<file path="src/design/lsq_pkg.sv">
`default_nettype none

package lsq_pkg;

    ////////////////////////////////////////////////////////////////////////////
    // Basic field types

    typedef logic [31:0] addr_t;
    typedef logic [31:0] data_t;
    typedef logic [3:0]  be_t;
    typedef logic [3:0]  id_t;

    // Address hash for load/store alias detection
    localparam int HASH_W = 8;
    typedef logic [HASH_W-1:0] addr_hash_t;

    ////////////////////////////////////////////////////////////////////////////
    // Entry and bus request records

    // Request as accepted from the issue side
    typedef struct packed {
        addr_t addr;
        be_t   be;
        data_t data;
        id_t   id;
        logic  load;
    } lsq_entry_t;

    // Transaction handed to the Wishbone master
    typedef struct packed {
        addr_t addr;
        be_t   be;
        data_t data;
        logic  we;
        id_t   id;
    } bus_req_t;

    // XOR fold of the word address into HASH_W bits
    // Equal addresses always give equal hashes, so aliasing is conservative
    function automatic addr_hash_t hash_addr(input addr_t addr);
        logic [31:0] word;
        addr_hash_t  fold;
        word = {2'b00, addr[31:2]};
        fold = '0;
        for (int i = 0; i < 32; i += HASH_W) begin
            fold = fold ^ word[i +: HASH_W];
        end
        return fold;
    endfunction

endpackage

`default_nettype wire

</file>
<file path="src/design/lsq_entry_if.sv">
`timescale 1ns/1ns
`default_nettype none

interface lsq_entry_if
    import lsq_pkg::*;
#(
    parameter int SQ_DEPTH = 4
) ();

    // Accepted request, shared by both queues
    lsq_entry_t          payload;
    // One-cycle push strobes, at most one high
    logic                load_push;
    logic                store_push;
    // Store slots that may alias the pushed address
    logic [SQ_DEPTH-1:0] conflicts;

    // Request steering side
    modport source (
        output payload,
        output load_push,
        output store_push
    );

    // Queue side
    // Store queue drives conflicts, load queue only samples it
    modport sink (
        input  payload,
        input  load_push,
        input  store_push,
        output conflicts
    );

endinterface

`default_nettype wire

</file>
<file path="src/design/load_queue.sv">
`timescale 1ns/1ns
`default_nettype none

module load_queue
    import lsq_pkg::*;
#(
    parameter int LQ_DEPTH = 4,
    parameter int SQ_DEPTH = 4
) (
    input  wire logic                clk,
    input  wire logic                rst_n,
    lsq_entry_if.sink                entry,
    output lsq_entry_t               head,
    output logic                     head_valid,
    output logic [SQ_DEPTH-1:0]      head_conflicts,
    output logic                     full,
    input  wire logic                pop,
    input  wire logic [SQ_DEPTH-1:0] store_done_mask
);

    localparam int PTR_W = (LQ_DEPTH > 1) ? $clog2(LQ_DEPTH) : 1;
    localparam int CNT_W = $clog2(LQ_DEPTH + 1);

    lsq_entry_t          slots [LQ_DEPTH];
    logic [SQ_DEPTH-1:0] masks [LQ_DEPTH];
    logic [PTR_W-1:0]    rd_ptr;
    logic [PTR_W-1:0]    wr_ptr;
    logic [CNT_W-1:0]    count;
    logic                push;

    // Top level only pushes when not full
    assign push = entry.load_push;

    ////////////////////////////////////////////////////////////////////////////
    // Pointers and occupancy

    always_ff @(posedge clk or negedge rst_n) begin
        if (!rst_n) begin
            rd_ptr <= '0;
            wr_ptr <= '0;
            count  <= '0;
        end else begin
            if (push) begin
                wr_ptr <= (wr_ptr == PTR_W'(LQ_DEPTH - 1)) ? '0 : wr_ptr + 1'b1;
            end
            if (pop) begin
                rd_ptr <= (rd_ptr == PTR_W'(LQ_DEPTH - 1)) ? '0 : rd_ptr + 1'b1;
            end
            case ({push, pop})
                2'b10:   count <= count + 1'b1;
                2'b01:   count <= count - 1'b1;
                default: count <= count;
            endcase
        end
    end

    // Load payload
    always_ff @(posedge clk) begin
        if (push) begin
            slots[wr_ptr] <= entry.payload;
        end
    end

    ////////////////////////////////////////////////////////////////////////////
    // Store conflict masks

    // Bits drop as the matching store slots go to the bus
    always_ff @(posedge clk or negedge rst_n) begin
        if (!rst_n) begin
            for (int i = 0; i < LQ_DEPTH; i++) begin
                masks[i] <= '0;
            end
        end else begin
            for (int i = 0; i < LQ_DEPTH; i++) begin
                masks[i] <= masks[i] & ~store_done_mask;
            end
            // Store leaving this same cycle is already safe
            if (push) begin
                masks[wr_ptr] <= entry.conflicts & ~store_done_mask;
            end
        end
    end

    // Oldest load and its outstanding stores
    assign head           = slots[rd_ptr];
    assign head_conflicts = masks[rd_ptr];
    assign head_valid     = (count != '0);
    assign full           = (count == CNT_W'(LQ_DEPTH));

endmodule

`default_nettype wire

</file>
<file path="src/design/store_queue.sv">
`timescale 1ns/1ns
`default_nettype none

module store_queue
    import lsq_pkg::*;
#(
    parameter int SQ_DEPTH = 4
) (
    input  wire logic           clk,
    input  wire logic           rst_n,
    lsq_entry_if.sink           entry,
    output lsq_entry_t          head,
    output logic                head_valid,
    output logic                full,
    output logic [SQ_DEPTH-1:0] store_done_mask,
    input  wire logic           pop
);

    localparam int PTR_W = (SQ_DEPTH > 1) ? $clog2(SQ_DEPTH) : 1;

    lsq_entry_t          slots  [SQ_DEPTH];
    addr_hash_t          hashes [SQ_DEPTH];
    logic [SQ_DEPTH-1:0] valid;
    logic [PTR_W-1:0]    rd_ptr;
    logic [PTR_W-1:0]    wr_ptr;
    addr_hash_t          push_hash;
    logic                push;

    assign push      = entry.store_push;
    assign push_hash = hash_addr(entry.payload.addr);

    ////////////////////////////////////////////////////////////////////////////
    // Slot tracking

    // In-order ring, so the write slot is busy only when every slot is
    always_ff @(posedge clk or negedge rst_n) begin
        if (!rst_n) begin
            rd_ptr <= '0;
            wr_ptr <= '0;
            valid  <= '0;
        end else begin
            if (pop) begin
                valid[rd_ptr] <= 1'b0;
                rd_ptr        <= (rd_ptr == PTR_W'(SQ_DEPTH - 1)) ? '0 : rd_ptr + 1'b1;
            end
            if (push) begin
                valid[wr_ptr] <= 1'b1;
                wr_ptr        <= (wr_ptr == PTR_W'(SQ_DEPTH - 1)) ? '0 : wr_ptr + 1'b1;
            end
        end
    end

    // Store payload and its hash
    always_ff @(posedge clk) begin
        if (push) begin
            slots[wr_ptr]  <= entry.payload;
            hashes[wr_ptr] <= push_hash;
        end
    end

    ////////////////////////////////////////////////////////////////////////////
    // Alias detection for the incoming entry

    // Every live store with a matching hash counts as a possible alias
    // Only sampled by the load queue on a load push
    always_comb begin
        for (int i = 0; i < SQ_DEPTH; i++) begin
            entry.conflicts[i] = valid[i] && (hashes[i] == push_hash);
        end
    end

    ////////////////////////////////////////////////////////////////////////////
    // Head and issue notification

    // One-hot of the slot handed to the bus this cycle
    always_comb begin
        store_done_mask = '0;
        if (pop) begin
            store_done_mask[rd_ptr] = 1'b1;
        end
    end

    assign head       = slots[rd_ptr];
    assign head_valid = valid[rd_ptr];
    assign full       = valid[wr_ptr];

endmodule

`default_nettype wire

</file>
<file path="src/design/release_counter.sv">
`timescale 1ns/1ns
`default_nettype none

module release_counter #(
    parameter int SQ_DEPTH = 4
) (
    input  wire logic clk,
    input  wire logic rst_n,
    input  wire logic retire_store,
    input  wire logic store_issued,
    output logic      released
);

    // Never more retired than queued, so SQ_DEPTH is the ceiling
    localparam int CNT_W = $clog2(SQ_DEPTH + 1);

    logic [CNT_W-1:0] count;

    // Retire adds one, issue removes one
    always_ff @(posedge clk or negedge rst_n) begin
        if (!rst_n) begin
            count <= '0;
        end else begin
            case ({retire_store, store_issued})
                2'b10:   count <= count + 1'b1;
                2'b01:   count <= count - 1'b1;
                default: count <= count;
            endcase
        end
    end

    // Oldest queued store is retired
    assign released = (count != '0);

endmodule

`default_nettype wire

</file>
<file path="src/design/wb_master_fsm.sv">
`timescale 1ns/1ns
`default_nettype none

module wb_master_fsm
    import lsq_pkg::*;
(
    input  wire logic     clk,
    input  wire logic     rst_n,
    input  wire bus_req_t req,
    input  wire logic     req_valid,
    output logic          req_accept,
    input  wire logic     wb_ack,
    input  wire data_t    wb_dat_r,
    output logic          wb_cyc,
    output logic          wb_stb,
    output logic          wb_we,
    output addr_t         wb_adr,
    output data_t         wb_dat_w,
    output be_t           wb_sel,
    output logic          load_done,
    output id_t           load_id,
    output data_t         load_data
);

    typedef enum logic [1:0] {
        ST_IDLE,
        ST_BUS,
        ST_RESULT
    } state_t;

    state_t   state;
    bus_req_t cur;
    data_t    rd_data;

    // Only one transaction in flight
    assign req_accept = req_valid && (state == ST_IDLE);

    ////////////////////////////////////////////////////////////////////////////
    // State sequencing

    always_ff @(posedge clk or negedge rst_n) begin
        if (!rst_n) begin
            state <= ST_IDLE;
        end else begin
            case (state)
                ST_IDLE: begin
                    if (req_accept) begin
                        state <= ST_BUS;
                    end
                end
                ST_BUS: begin
                    // Writes finish on ack, reads report one cycle later
                    if (wb_ack) begin
                        state <= cur.we ? ST_IDLE : ST_RESULT;
                    end
                end
                ST_RESULT: state <= ST_IDLE;
                default:   state <= ST_IDLE;
            endcase
        end
    end

    // Transaction held for the whole bus cycle
    always_ff @(posedge clk) begin
        if (req_accept) begin
            cur <= req;
        end
        if ((state == ST_BUS) && wb_ack && !cur.we) begin
            rd_data <= wb_dat_r;
        end
    end

    ////////////////////////////////////////////////////////////////////////////
    // Bus and result outputs

    // Strobes fall with the state change after ack
    assign wb_cyc   = (state == ST_BUS);
    assign wb_stb   = (state == ST_BUS);
    assign wb_we    = cur.we;
    assign wb_adr   = cur.addr;
    assign wb_dat_w = cur.data;
    assign wb_sel   = cur.be;

    assign load_done = (state == ST_RESULT);
    assign load_id   = cur.id;
    assign load_data = rd_data;

endmodule

`default_nettype wire

</file>
<file path="src/design/load_store_queue.sv">
`timescale 1ns/1ns
`default_nettype none

module load_store_queue
    import lsq_pkg::*;
#(
    parameter int LQ_DEPTH = 4,
    parameter int SQ_DEPTH = 4
) (
    input  wire logic  clk,
    input  wire logic  rst_n,
    // Issue side request
    input  wire logic  req_valid,
    output logic       req_ready,
    input  wire logic  req_load,
    input  wire addr_t req_addr,
    input  wire be_t   req_be,
    input  wire data_t req_data,
    input  wire id_t   req_id,
    input  wire logic  retire_store,
    // Wishbone classic master
    output logic       wb_cyc,
    output logic       wb_stb,
    output logic       wb_we,
    output addr_t      wb_adr,
    output data_t      wb_dat_w,
    output be_t        wb_sel,
    input  wire logic  wb_ack,
    input  wire data_t wb_dat_r,
    // Load results
    output logic       load_done,
    output id_t        load_id,
    output data_t      load_data
);

    lsq_entry_t          lq_head;
    logic                lq_head_valid;
    logic [SQ_DEPTH-1:0] lq_head_conflicts;
    logic                lq_full;
    logic                lq_pop;
    lsq_entry_t          sq_head;
    logic                sq_head_valid;
    logic                sq_full;
    logic                sq_pop;
    logic [SQ_DEPTH-1:0] store_done_mask;
    logic                released;
    logic                req_fire;
    logic                load_sel;
    logic                store_sel;
    bus_req_t            bus_req;
    logic                bus_valid;
    logic                bus_accept;

    lsq_entry_if #(.SQ_DEPTH(SQ_DEPTH)) entry_bus ();

    ////////////////////////////////////////////////////////////////////////////
    // Request steering

    // Back-pressure only from the queue the entry targets
    assign req_ready = req_load ? !lq_full : !sq_full;
    assign req_fire  = req_valid && req_ready;

    assign entry_bus.payload.addr = req_addr;
    assign entry_bus.payload.be   = req_be;
    assign entry_bus.payload.data = req_data;
    assign entry_bus.payload.id   = req_id;
    assign entry_bus.payload.load = req_load;
    assign entry_bus.load_push    = req_fire && req_load;
    assign entry_bus.store_push   = req_fire && !req_load;

    load_queue #(.LQ_DEPTH(LQ_DEPTH), .SQ_DEPTH(SQ_DEPTH)) u_load_queue (
        .clk             (clk),
        .rst_n           (rst_n),
        .entry           (entry_bus),
        .head            (lq_head),
        .head_valid      (lq_head_valid),
        .head_conflicts  (lq_head_conflicts),
        .full            (lq_full),
        .pop             (lq_pop),
        .store_done_mask (store_done_mask)
    );

    store_queue #(.SQ_DEPTH(SQ_DEPTH)) u_store_queue (
        .clk             (clk),
        .rst_n           (rst_n),
        .entry           (entry_bus),
        .head            (sq_head),
        .head_valid      (sq_head_valid),
        .full            (sq_full),
        .store_done_mask (store_done_mask),
        .pop             (sq_pop)
    );

    release_counter #(.SQ_DEPTH(SQ_DEPTH)) u_release_counter (
        .clk          (clk),
        .rst_n        (rst_n),
        .retire_store (retire_store),
        .store_issued (sq_pop),
        .released     (released)
    );

    ////////////////////////////////////////////////////////////////////////////
    // Load-over-store arbitration

    // A load waits only while an older aliasing store is still queued
    assign load_sel  = lq_head_valid && (lq_head_conflicts == '0);
    assign store_sel = !load_sel && sq_head_valid && released;
    assign bus_valid = load_sel || store_sel;

    // Loads read the full word
    assign bus_req.addr = load_sel ? lq_head.addr : sq_head.addr;
    assign bus_req.be   = load_sel ? '1 : sq_head.be;
    assign bus_req.data = sq_head.data;
    assign bus_req.we   = !load_sel;
    assign bus_req.id   = load_sel ? lq_head.id : sq_head.id;

    // Master accept dequeues whichever head was offered
    assign lq_pop = bus_accept && load_sel;
    assign sq_pop = bus_accept && store_sel;

    wb_master_fsm u_wb_master (
        .clk        (clk),
        .rst_n      (rst_n),
        .req        (bus_req),
        .req_valid  (bus_valid),
        .req_accept (bus_accept),
        .wb_ack     (wb_ack),
        .wb_dat_r   (wb_dat_r),
        .wb_cyc     (wb_cyc),
        .wb_stb     (wb_stb),
        .wb_we      (wb_we),
        .wb_adr     (wb_adr),
        .wb_dat_w   (wb_dat_w),
        .wb_sel     (wb_sel),
        .load_done  (load_done),
        .load_id    (load_id),
        .load_data  (load_data)
    );

endmodule

`default_nettype wire

</file>
<file path="config.mk">
export PLATFORM = sky130hd
export DESIGN_NAME = load_store_queue
export DESIGN_NICKNAME = d
export VERILOG_FILES = /design/src/design/lsq_pkg.sv /design/src/design/lsq_entry_if.sv /design/src/design/load_queue.sv /design/src/design/store_queue.sv /design/src/design/release_counter.sv /design/src/design/wb_master_fsm.sv /design/src/design/load_store_queue.sv
export SDC_FILE = /design/constraint.sdc
export NUM_CORES = 1
export LEC_CHECK = 0
export BUFFER_PORTS_ARGS = -buffer_cell sky130_fd_sc_hd__buf_4
export CAP_MARGIN = 20
export CORE_AREA = 3 3 213 215
export CTS_CLUSTER_DIAMETER = 80
export DETAILED_ROUTE_END_ITERATION = 6
export DIE_AREA = 0 0 216 218
export PLACE_DENSITY_LB_ADDON = 0.15
export SLEW_MARGIN = 10
export SYNTH_ARGS = -nofsm -noshare
export SYNTH_HDL_FRONTEND = slang
export SYNTH_SLANG_ARGS = --single-unit
</file>
<file path="constraint.sdc">
create_clock -name clk -period 7 [get_ports clk]
set_clock_uncertainty 0.05 [all_clocks]
set_input_delay 0.35 -clock clk [delete_from_list [all_inputs] [get_ports clk]]
set_output_delay 0.35 -clock clk [all_outputs]
set_load 0.03 [all_outputs]
</file>
==> impl_metrics.py, run 1 <==
metrics = {
    "synth": {
        "ys_top_cells_by_area": "sky130_fd_sc_hd__edfxtp_1 (74%), sky130_fd_sc_hd__mux4_2 (11%), sky130_fd_sc_hd__dfrtp_1 (3.9%), sky130_fd_sc_hd__xnor3_1 (2.4%), sky130_fd_sc_hd__mux2_4 (1.9%)",
        "postSynthNetCount": 1137,
        "synth_cell_type_count": 46,
        "syn-cell-area_um2": 23100,
        "synth_top_cell_by_area": "sky130_fd_sc_hd__edfxtp_1",
        "synthArstFlopShare_pct": 5.95,
        "edff_count_synth": 569,
        "synthFlopType": "sky130_fd_sc_hd__edfxtp_1",
        "synth_largest_type_area_fraction_pct": 74.0,
        "synth-seq-area-share_pct": 77.9,
        "yosys_warnings": 0,
        "yosys.cell_count.top_type": "sky130_fd_sc_hd__edfxtp_1",
        "synthesis.area_per_instance_um2": 22.9,
        "synth.top_cells.by_count": "sky130_fd_sc_hd__edfxtp_1 (569), sky130_fd_sc_hd__mux4_2 (110), sky130_fd_sc_hd__dfrtp_1 (36)",
        "synth-seq-cells": 605,
        "synthCells": 1010,
    },
    "cts": {
        "number_of_h_tree_levels": 2,
        "tritoncts.num_buffers": 60,
        "cts_tree": "yes",
        "numClockSinks": 605,
        "largest_buffer_count_on_any_clock_path": 3,
        "cts_repair_resize_count": 0,
        "cts_root_buffer": "sky130_fd_sc_hd__clkbuf_16",
        "clk_latency_ns": 0.60,
        "clkTransAtPathRegs_ns": 0.06,
    },
    "critical_path": {
        "critical_path_required_ns": 7.47,
        "cp_slowest_cell": "sky130_fd_sc_hd__dfrtp_2",
        "worst_setup_path_type": "register to register",
        "critical_path_peak_fanout": 23,
        "timing.critical_path.mode_cell": "sky130_fd_sc_hd__xor2_1",
        "critPathArrivalTime_ns": 4.17,
        "path_cells": "buf_4 -> nor3_1 -> a221o_1 -> a31oi_1 -> clkbuf_4 -> ha_1 -> inv_1 -> fa_1 -> xor2_1 -> nor2_1 -> xor2_1",
        "timing.critical_path.to_type": "register",
        "critPathLaunchType": "register",
        "critical_path.max_stage_delay_ns": 0.89,
    },
    "global_route": {
        "use_met1_pct": 27.7,
        "grt-ovfl-total": 0,
        "grt_first_pass_wirelength_mm": 70.6,
        "met3_usage_pct": 3.37,
        "grt_start_max_net_pins": 64,
        "grt-busiest-layer": "met2",
        "grt_antenna_before_repair": 0,
        "vias_in_the_first_global_route": 11702,
        "grtUsageTotal_pct": 20.0,
        "grtUsageMet2_pct": 33.4,
    },
    "placed_design": {
        "routabilityCongestion": 0.807,
        "buffer_ports.inserted": 218,
        "placedCellCount": 1804,
        "dp_hpwl_mm": 27.1,
    },
    "detailed_routing": {
        "wire_per_inst_um": 23.0,
        "route.final.wire_length_mm": 46.4,
        "routed-via-count": 11034,
        "antenna_violating_nets_post_route": 0,
        "vias_per_inst": 5.45,
        "detailedRoute.firstIterationViolations": 841,
        "drt_drc_violations_left": 0,
        "first_pass_iteration_count_of_the_detailed_router": 5,
    },
    "sta": {
        "hold_ws_ns": 0.132,
        "fin_tns_setup_ns": 0,
        "setup_viol_count_final": 0,
        "rsz0062_at_grt": "false",
        "drv_slew": 0,
        "finalCriticalPeriod_ns": 3.71,
        "relSlewSlack_pct": 31.3,
        "tightest_slew_ns": 1.03,
        "achievable_clock_frequency_ghz": 0.270,
        "timing.final.crit_share_pct": 52.9,
        "hold_viol_final": 0,
    },
    "floorplanning": {
        "die-width_um": 216,
        "placementRows": 77,
        "die_footprint_um2": 47100,
        "core_area_um2": 43900,
        "chipHeight_um": 218,
        "io-pin-count": 219,
        "initial_core_util_pct": 52.6,
    },
    "cells_and_area": {
        "final-instance-count-excl-fill": 2023,
        "area.growth.synth_to_final_pct": 22.6,
        "fin_nets": 1510,
        "diodes": 0,
        "post_route_cells_drive_above_1_share_pct": 32.9,
        "finish.utilization_pct": 64.5,
    },
    "job": {
        "max_cap_viol_count": 0,
    },
    "run_status": {
        "run_status": "complete, no violations",
    },
    "power": {
        "max-vdd-ir-drop_mv": 0.280,
        "static_leakage_nw": 10.0,
        "cellPowerDensity_nw_per_um2": 408,
    },
    "min_path": {
        "min_path_type": "input pin to register",
    },
}
[where the power goes]
part           switching [mW]  leakage [nW]  internal (mW)
Combinational            1.92          3.51           1.60
Sequential              0.325          5.64           4.80
Clock                    1.26         0.862           1.66
Total                    3.51          10.0           8.06
[cells in the final DEF (no fill, tap or decap), drive strengths merged, types with 7 or more instances in the layout]
cell,count
edfxtp,569
nor2,12
ha,15
xnor3,25
clkbuf,84
mux4,110
o21ai,7
nand4,13
clkinv,29
a21oi,14
xnor2,16
dfrtp,36
xor2,17
mux2,37
inv,18
buf,236
dlygate4sd3,106
and2,10
nand2,26
[cells by family after synthesis]
logic type               after synthesis  synth area share (%)
AND/OR/NAND/NOR                       92                  2.18
XOR/XNOR                              59                  3.79
adder cells (fa/ha/maj)               17                 0.986
AO/OA/AOI/OAI                         34                 0.932
multiplexers                         149                  13.1
buffers and inverters                 54                  1.16
flip-flops                           605                  77.9
[flip-flops by register name (all words and copies together) (netlist names), 3 cells and up]
signal	cells
u_store_queue.slots	288
u_load_queue.slots	144
u_store_queue.hashes	32
u_wb_master.load_data	32
u_wb_master.wb_adr	32
u_wb_master.wb_dat_w	32
u_load_queue.masks	16
u_store_queue.valid	4
u_wb_master.load_id	4
u_wb_master.wb_sel	4
u_load_queue.count	3
u_release_counter.count	3
[critical path, delay by kind of cell (launching register included)]
kind | cells | cell delay (ns)
AOI/OAI and AO/OA | 2 | 0.70
xor gates and xnor gates | 2 | 0.30
adders and majority gates | 2 | 0.57
buffers and inverters | 3 | 0.88
DFF | 1 | 0.89
and+or+nand+nor | 2 | 0.23
[cell type report]
type	instances	area, um2
sequential	605	18000
clock buffer	83	1610
multi-input combinational	351	4870
fill	2994	15600
clock inverter	27	166
tap	592	741
timing repair buffer	343	2860
inverter	22	82.6
[what timing repair did]
action | in CTS | in global routing
hold buffers | 106 | 0
hold endpoints to repair | 502 | 0
setup buffers | 0 | 0
[routing by layer]
metal	up-vias	wire, um
met2	300	23300
met3	80	2380
met4	0	1070
met5	-	0
li1	4881	-
met1	5773	19700
[through the flow]
stage,total power [mW],worst slack (ns),instance area [um2]
global placement,8.64,2.83,25400
global route,12.1,2.98,28300
finish,11.6,3.29,28300
CTS,11.7,2.81,28300
detailed placement,8.69,2.83,25400
floorplan,7.60,2.13,23100
[final timing paths]
check / slack [ns] / from / cells past startpoint / to
hold reg to reg: 0.42 / u_release_counter.count[2]$_DFFE_PN0P_ / 1 / u_release_counter.count[2]$_DFFE_PN0P_
setup reg to reg: 3.29 / u_load_queue.rd_ptr[0]$_DFFE_PN0N_ / 11 / u_release_counter.count[2]$_DFFE_PN0P_
min in group asynchronous: 0.20 / rst_n / 2 / u_load_queue.wr_ptr[1]$_DFFE_PN0P_
hold / removal: 0.13 / req_load / 4 / u_store_queue.wr_ptr[0]$_DFFE_PN0P_
setup / recovery: 3.29 / u_load_queue.rd_ptr[0]$_DFFE_PN0N_ / 11 / u_release_counter.count[2]$_DFFE_PN0P_
max in group asynchronous: 6.32 / rst_n / 2 / u_store_queue.rd_ptr[0]$_DFFE_PN0N_
Note: power is estimated with default switching activity, not from simulation.
==> run 2: changes to the inputs <==
CORE_AREA = 3 3 202 204   (was 3 3 213 215)
DIE_AREA = 0 0 205 207   (was 0 0 216 218)
clock period = 3.9 ns   (was 7 ns; I/O delays follow)
==> run 2 against run 1 <==
Compared with the run above: final cell count shrank 2.8%; critical path depth shrank 4; first-iteration DRC count grew 4.2%; power grew 82%; global-route usage grew 2.9 points; flip-flop and latch count is the same; sequential power grew 79%; fmax grew 18%; critical endpoint is now u_wb_master.wb_adr[31]$_DFFE_PN_.
==> impl_metrics.py, run 2 (synthesized netlist as in run 1, its figures left out) <==
metrics = {
    "sta": {
        "tightest_slew_ns": 0.938,
        "finalCriticalPeriod_ns": 3.15,
        "hold_viol_final": 0,
        "fin_tns_setup_ns": 0,
        "rsz0062_at_grt": "false",
        "achievable_clock_frequency_ghz": 0.317,
        "drv_slew": 0,
        "post-route-worst-setup-slack_ns": 0.749,
        "timing.final.crit_share_pct": 80.8,
        "setup_viol_count_final": 0,
        "hold_ws_ns": 0.0678,
        "relSlewSlack_pct": 37.0,
    },
    "cells_and_area": {
        "largest_register_ffs": 288,
        "fill_cells": 2374,
        "regMostFlops": "u_store_queue.slots",
        "final-instance-count-excl-fill": 1967,
        "area.growth.synth_to_final_pct": 23.2,
        "post_route_cells_drive_above_1_share_pct": 34.5,
        "layout.cells.most_common_list": "sky130_fd_sc_hd__edfxtp_1 (569), sky130_fd_sc_hd__buf_4 (242), sky130_fd_sc_hd__mux4_2 (110)",
        "largestRegisters": "u_store_queue.slots x288, u_load_queue.slots x144",
        "fin_area_um2": 28500,
        "fin_nets": 1520,
        "finish.utilization_pct": 72.1,
        "mostFrequentLayoutCell": "sky130_fd_sc_hd__edfxtp_1",
    },
    "critical_path": {
        "ff2ff_path_depth": 7,
        "worst_setup_path_type": "register to register",
        "critical_path.reg2reg.endpoint": "u_wb_master.wb_adr[31]$_DFFE_PN_",
        "critical_path_peak_fanout": 37,
        "timing.critical_path.to_type": "register",
        "r2r_start": "u_load_queue.rd_ptr[0]$_DFFE_PN0N_",
        "critPathArrivalTime_ns": 3.44,
        "r2r_slack_ns": 0.75,
        "critical_path_required_ns": 4.19,
        "critPathLaunchType": "register",
    },
    "cts": {
        "number_of_h_tree_levels": 2,
        "clkTransAtPathRegs_ns": 0.07,
        "cts_repair_resize_count": 0,
        "cts_root_buffer": "sky130_fd_sc_hd__clkbuf_16",
        "cts_tree": "yes",
        "clk_latency_ns": 0.59,
        "tritoncts.num_buffers": 58,
        "largest_buffer_count_on_any_clock_path": 3,
        "numClockSinks": 605,
    },
    "detailed_routing": {
        "first_pass_iteration_count_of_the_detailed_router": 5,
        "wire_per_inst_um": 24.3,
        "detailedRoute.firstIterationViolations": 876,
        "drt_drc_violations_left": 0,
        "antenna_violating_nets_post_route": 0,
        "vias_per_inst": 5.73,
        "routed-via-count": 11275,
        "route.final.wire_length_mm": 47.7,
    },
    "floorplanning": {
        "die-width_um": 205,
        "initial_core_util_pct": 58.5,
        "core_area_um2": 39500,
        "io-pin-count": 219,
        "die_footprint_um2": 42400,
        "placementRows": 73,
        "chipHeight_um": 207,
    },
    "power": {
        "static_leakage_nw": 10.2,
        "power_mw": 21.0,
        "max-vdd-ir-drop_mv": 0.626,
        "cellPowerDensity_nw_per_um2": 738,
    },
    "global_route": {
        "grt-ovfl-total": 0,
        "grt_first_pass_wirelength_mm": 73.1,
        "grtUsageTotal_pct": 22.9,
        "grt_antenna_before_repair": 3,
        "grt_start_max_net_pins": 74,
        "vias_in_the_first_global_route": 12357,
    },
    "placed_design": {
        "dp_hpwl_mm": 27.3,
        "preCtsSetupSlack_ns": 0.755,
        "placedCellCount": 1750,
        "placed_area_um2": 25500,
        "buffer_ports.inserted": 218,
        "routabilityCongestion": 0.785,
    },
    "run_status": {
        "run_status": "complete, no violations",
    },
    "job": {
        "max_cap_viol_count": 0,
    },
    "min_path": {
        "min_path_type": "input pin to async pin",
    },
}
[run 2: cell types whose count changed in the layout (fill, tap and decap cells not counted), sizes merged]
cell | previous run | this run
buf | 236 | 247
bufinv | 2 | 5
clkbuf | 84 | 72
clkinv | 29 | 28
clkinvlp | 0 | 1
diode | 0 | 3
dlygate4sd3 | 106 | 108
inv | 18 | 22
[run 2: power breakdown]
group	total (mW)	internal (mW)	leakage (nW)	switching, mW
clock	5.46	3.16	0.915	2.29
combinational	6.40	2.88	3.60	3.51
sequential	9.15	8.60	5.64	0.552
total	21.0	14.6	10.2	6.36
[run 2: how the worst max path moves through the flow]
| stage | from | to |
|---|---|---|
| final | u_load_queue.rd_ptr[0]$_DFFE_PN0N_ | u_wb_master.wb_adr[31]$_DFFE_PN_ |
| after detailed placement | u_load_queue.rd_ptr[0]$_DFFE_PN0N_ | u_wb_master.wb_adr[31]$_DFFE_PN_ |
| after global routing | u_load_queue.rd_ptr[0]$_DFFE_PN0N_ | u_wb_master.load_id[3]$_DFFE_PN_ |
| after global placement | u_load_queue.rd_ptr[0]$_DFFE_PN0N_ | u_wb_master.wb_adr[31]$_DFFE_PN_ |
| after floorplan | u_store_queue.wr_ptr[0]$_DFFE_PN0P_ | u_store_queue.hashes[1][0]$_DFFE_PP_ |
| after CTS | u_load_queue.rd_ptr[0]$_DFFE_PN0N_ | u_wb_master.wb_adr[31]$_DFFE_PN_ |
[run 2: repair_timing]
item / CTS / global route
setup buffers: 0 / 0
endpoints found under the hold margin: 505 / 0
hold buffers: 108 / 0
[run 2: final cells by class]
cell class	instances	area (um2)	share of cell area (%)
flip-flops and latches	605	18000	63.2
inverters	22	82.6	0.290
clock buffers	72	1570	5.51
multi-input cells	351	4870	17.1
diodes	3	7.51	0.0264
well taps	525	657	2.31
repair buffers	355	3000	10.5
clock inverters	34	285	1.00
[run 2: per-layer routing]
layer	wire, um	part of all wire, %	global-route usage [%]	vias up
li1	-	-	-	4897
met1	19400	41	31.8	5950
met2	24300	51	37.7	346
met3	2850	6.0	4.45	82
met4	1080	2.3	6.86	0
met5	0	0	0	-
[run 2: critical path: stages, from the launching register on]
cell and delay, ns:
sky130_fd_sc_hd__dfrtp_2 0.42, sky130_fd_sc_hd__buf_4 0.46, sky130_fd_sc_hd__nor3_1 0.12, sky130_fd_sc_hd__a221o_1 0.36, sky130_fd_sc_hd__and3_1 0.26, sky130_fd_sc_hd__inv_2 0.10
sky130_fd_sc_hd__buf_4 0.67, sky130_fd_sc_hd__mux2_2 0.42
==> run 3: changes to the inputs <==
ABC_AREA = 1   (was not set)
CORE_AREA = 3 3 215 217   (was 3 3 202 204)
DIE_AREA = 0 0 218 220   (was 0 0 205 207)
clock period = 2.7 ns   (was 3.9 ns; I/O delays follow)
==> run 3 against run 2 <==
Compared with the run above: non-clock buffer count is 10 higher; sequential share of layout area is 1.0 points lower; setup slack worse by 0.50 ns; global-route usage is 0.62 points lower; die area is 13% higher; count of clock-buffer cells in the layout is 13 higher; final cell count is 40% higher; cell area is 1.6% higher; register-to-register slack worse by 0.50 ns; power is 46% higher; synthesized cell count is 74% higher.
==> impl_metrics.py, run 3 <==
metrics = {
    "critical_path": {
        "r2r_slack_ns": 0.25,
        "timing.critical_path.mode_cell": "sky130_fd_sc_hd__nand3_1",
        "critical_path_buf_inv_count": 3,
        "critPathArrivalTime_ns": 2.90,
        "worst_setup_path_type": "register to register",
        "cp_slowest_cell": "sky130_fd_sc_hd__dfrtp_4",
        "critical_path.max_stage_delay_ns": 0.54,
        "critical-path-top-delay-family": "flip-flops",
        "timing.critical_path.to_type": "register",
        "critical_path_required_ns": 3.15,
        "critPathLaunchType": "register",
        "critical_path_peak_fanout": 11,
        "path_cells": "inv_4 -> nand2_1 -> nand3_1 -> nand3_1 -> nor2_4 -> nand2_2 -> inv_2 -> ha_1 -> inv_1 -> fa_1 -> a21oi_1 -> o21ai_0 -> xor2_1",
    },
    "global_route": {
        "grtUsageTotal_pct": 22.3,
        "vias_in_the_first_global_route": 14574,
        "grt_first_pass_wirelength_mm": 82.5,
        "grt-ovfl-total": 0,
        "grt_antenna_before_repair": 1,
        "grt_start_max_net_pins": 148,
    },
    "run_status": {
        "run_status": "complete, no violations",
    },
    "detailed_routing": {
        "routed-via-count": 14825,
        "met2_wirelength_mm": 26.9,
        "met3_length_mm": 2.79,
        "first_pass_iteration_count_of_the_detailed_router": 5,
        "drt_drc_violations_left": 0,
        "met1_length_mm": 22.8,
        "detailedRoute.firstIterationViolations": 1279,
        "vias_per_inst": 5.40,
        "highest_routed_metal_layer": "met4",
        "wire_per_inst_um": 19.6,
        "antenna_violating_nets_post_route": 0,
        "route.final.wire_length_mm": 53.7,
    },
    "floorplanning": {
        "initial_core_util_pct": 52.8,
        "die-width_um": 218,
        "chipHeight_um": 220,
        "placementRows": 77,
        "io-pin-count": 219,
        "die_footprint_um2": 48000,
        "core_area_um2": 44300,
    },
    "synth": {
        "synth_cell_type_count": 34,
        "yosys_warnings": 0,
        "synthesis.area_per_instance_um2": 13.3,
        "synthCells": 1757,
        "syn-cell-area_um2": 23400,
        "synthArstFlopShare_pct": 5.95,
        "postSynthNetCount": 1884,
        "synth_largest_type_area_fraction_pct": 73.0,
        "synth_top_cell_by_area": "sky130_fd_sc_hd__edfxtp_1",
        "edff_count_synth": 569,
        "yosys.cell_count.top_type": "sky130_fd_sc_hd__edfxtp_1",
        "ys_top_cells_by_area": "sky130_fd_sc_hd__edfxtp_1 (73%), sky130_fd_sc_hd__nor2_1 (5.9%), sky130_fd_sc_hd__o21ai_0 (5.0%), sky130_fd_sc_hd__dfrtp_1 (3.8%), sky130_fd_sc_hd__nand2_1 (2.2%)",
        "synth-seq-area-share_pct": 76.8,
        "synth.top_cells.by_count": "sky130_fd_sc_hd__edfxtp_1 (569), sky130_fd_sc_hd__nor2_1 (371), sky130_fd_sc_hd__o21ai_0 (232)",
        "synth-seq-cells": 605,
        "synthFlopType": "sky130_fd_sc_hd__edfxtp_1",
    },
    "power": {
        "static_leakage_nw": 10.6,
        "max-vdd-ir-drop_mv": 0.748,
        "cellPowerDensity_nw_per_um2": 1060,
        "power_mw": 30.7,
    },
    "cells_and_area": {
        "post_route_cells_drive_above_1_share_pct": 17.0,
        "fill_cells": 3179,
        "layout.cells.most_common_list": "sky130_fd_sc_hd__edfxtp_1 (569), sky130_fd_sc_hd__nor2_1 (364), sky130_fd_sc_hd__buf_4 (246)",
        "largest_register_ffs": 288,
        "fin_nets": 2229,
        "mostFrequentLayoutCell": "sky130_fd_sc_hd__edfxtp_1",
        "largestRegisters": "u_store_queue.slots x288, u_load_queue.slots x144",
        "area.growth.synth_to_final_pct": 23.5,
        "regMostFlops": "u_store_queue.slots",
    },
    "cts": {
        "clkTransAtPathRegs_ns": 0.06,
        "tritoncts.num_buffers": 59,
        "cts_repair_resize_count": 0,
        "numClockSinks": 605,
        "postCtsSetupRepairBufs": 0,
        "number_of_h_tree_levels": 2,
        "cts_tree": "yes",
        "cts_root_buffer": "sky130_fd_sc_hd__clkbuf_16",
        "clk_latency_ns": 0.62,
        "largest_buffer_count_on_any_clock_path": 3,
    },
    "sta": {
        "post-route-worst-setup-slack_ns": 0.251,
        "finalCriticalPeriod_ns": 2.45,
        "timing.final.crit_share_pct": 90.7,
        "hold_ws_ns": 0.0385,
        "tightest_slew_ns": 1.09,
        "relSlewSlack_pct": 27.3,
        "achievable_clock_frequency_ghz": 0.408,
        "hold_viol_final": 0,
        "rsz0062_at_grt": "false",
        "fin_tns_setup_ns": 0,
        "drv_slew": 0,
        "setup_viol_count_final": 0,
    },
    "placed_design": {
        "preCtsSetupSlack_ns": 0.267,
        "routabilityCongestion": 0.818,
        "dp_hpwl_mm": 30.8,
        "buffer_ports.inserted": 218,
    },
    "min_path": {
        "min_path_type": "input pin to register",
    },
    "job": {
        "max_cap_viol_count": 0,
    },
}
==> run 3: worst min-delay path, delay by kind of cell <==
family          cells  cell delay [ns]
simple gates        2             0.21
compound gates      1             0.09
buf+inv             2             0.22
==> run 3: path summary, 6_finish.rpt <==
kind,cells past startpoint,to,from
worst max-delay path,13,u_release_counter.count[2]$_DFFE_PN0P_,u_store_queue.rd_ptr[0]$_DFFE_PN0N_
worst max register to register,13,u_release_counter.count[2]$_DFFE_PN0P_,u_store_queue.rd_ptr[0]$_DFFE_PN0N_
max in group asynchronous,4,u_load_queue.rd_ptr[0]$_DFFE_PN0N_,rst_n
worst min register to register,1,u_release_counter.count[0]$_DFFE_PN0P_,u_release_counter.count[0]$_DFFE_PN0P_
worst min-delay path,5,u_load_queue.wr_ptr[1]$_DFFE_PN0P_,req_valid
min in group asynchronous,4,u_release_counter.count[2]$_DFFE_PN0P_,rst_n
==> run 3: final cells by class <==
cell class	count	area (um2)	share of cell area (%)
Tap cell	592	741	2.56
Sequential cell	605	18000	62.2
Timing Repair Buffer	365	3130	10.8
Clock buffer	85	1630	5.65
Inverter	83	318	1.10
Multi-Input combinational cell	988	4820	16.7
Clock inverter	27	288	0.995
Antenna cell	1	2.50	0.00865
==> run 3: report_power, final <==
part           internal, mW  switching [mW]
Combinational          2.94            6.73
Sequential             12.4           0.549
Clock                  4.69            3.39
==> run 3: timing repair <==
item                                    4_1_cts  5_1_grt
endpoints found under the setup margin        0        0
endpoints found under the hold margin       507        0
hold buffers                                111        0
==> run 3: routing by layer <==
layer  global-route usage (%)  up-vias
met5                        0        -
met4                     6.33        0
met3                     3.92       84
met2                     37.6      393
met1                     30.2     7333
li1                         -     7015
==> run 3: cells by family (layout without fill, tap and decap cells) <==
logic type	after synthesis	after routing	synth area share, %
DFF	605	605	76.8
buffers and inverters	164	560	2.82
xor gates and xnor gates	25	25	0.935
AOI/OAI and AO/OA	352	352	8.28
other	0	1	0
and+or+nand+nor	594	594	10.2
adders and majority gates	17	17	0.972
==> run 3: through the flow <==
| stage | instances | utilization, % | area (um2) |
|---|---|---|---|
| 2_1_floorplan | 1757 | - | 23500 |
| 3_3_place_gp | 2522 | 58.4 | 25900 |
| 3_5_place_dp | 2522 | 58.4 | 25900 |
| 4_1_cts | 2745 | 65.3 | 28900 |
| 5_1_grt | 2746 | 65.3 | 28900 |
| 6_report | 2746 | 65.3 | 28900 |
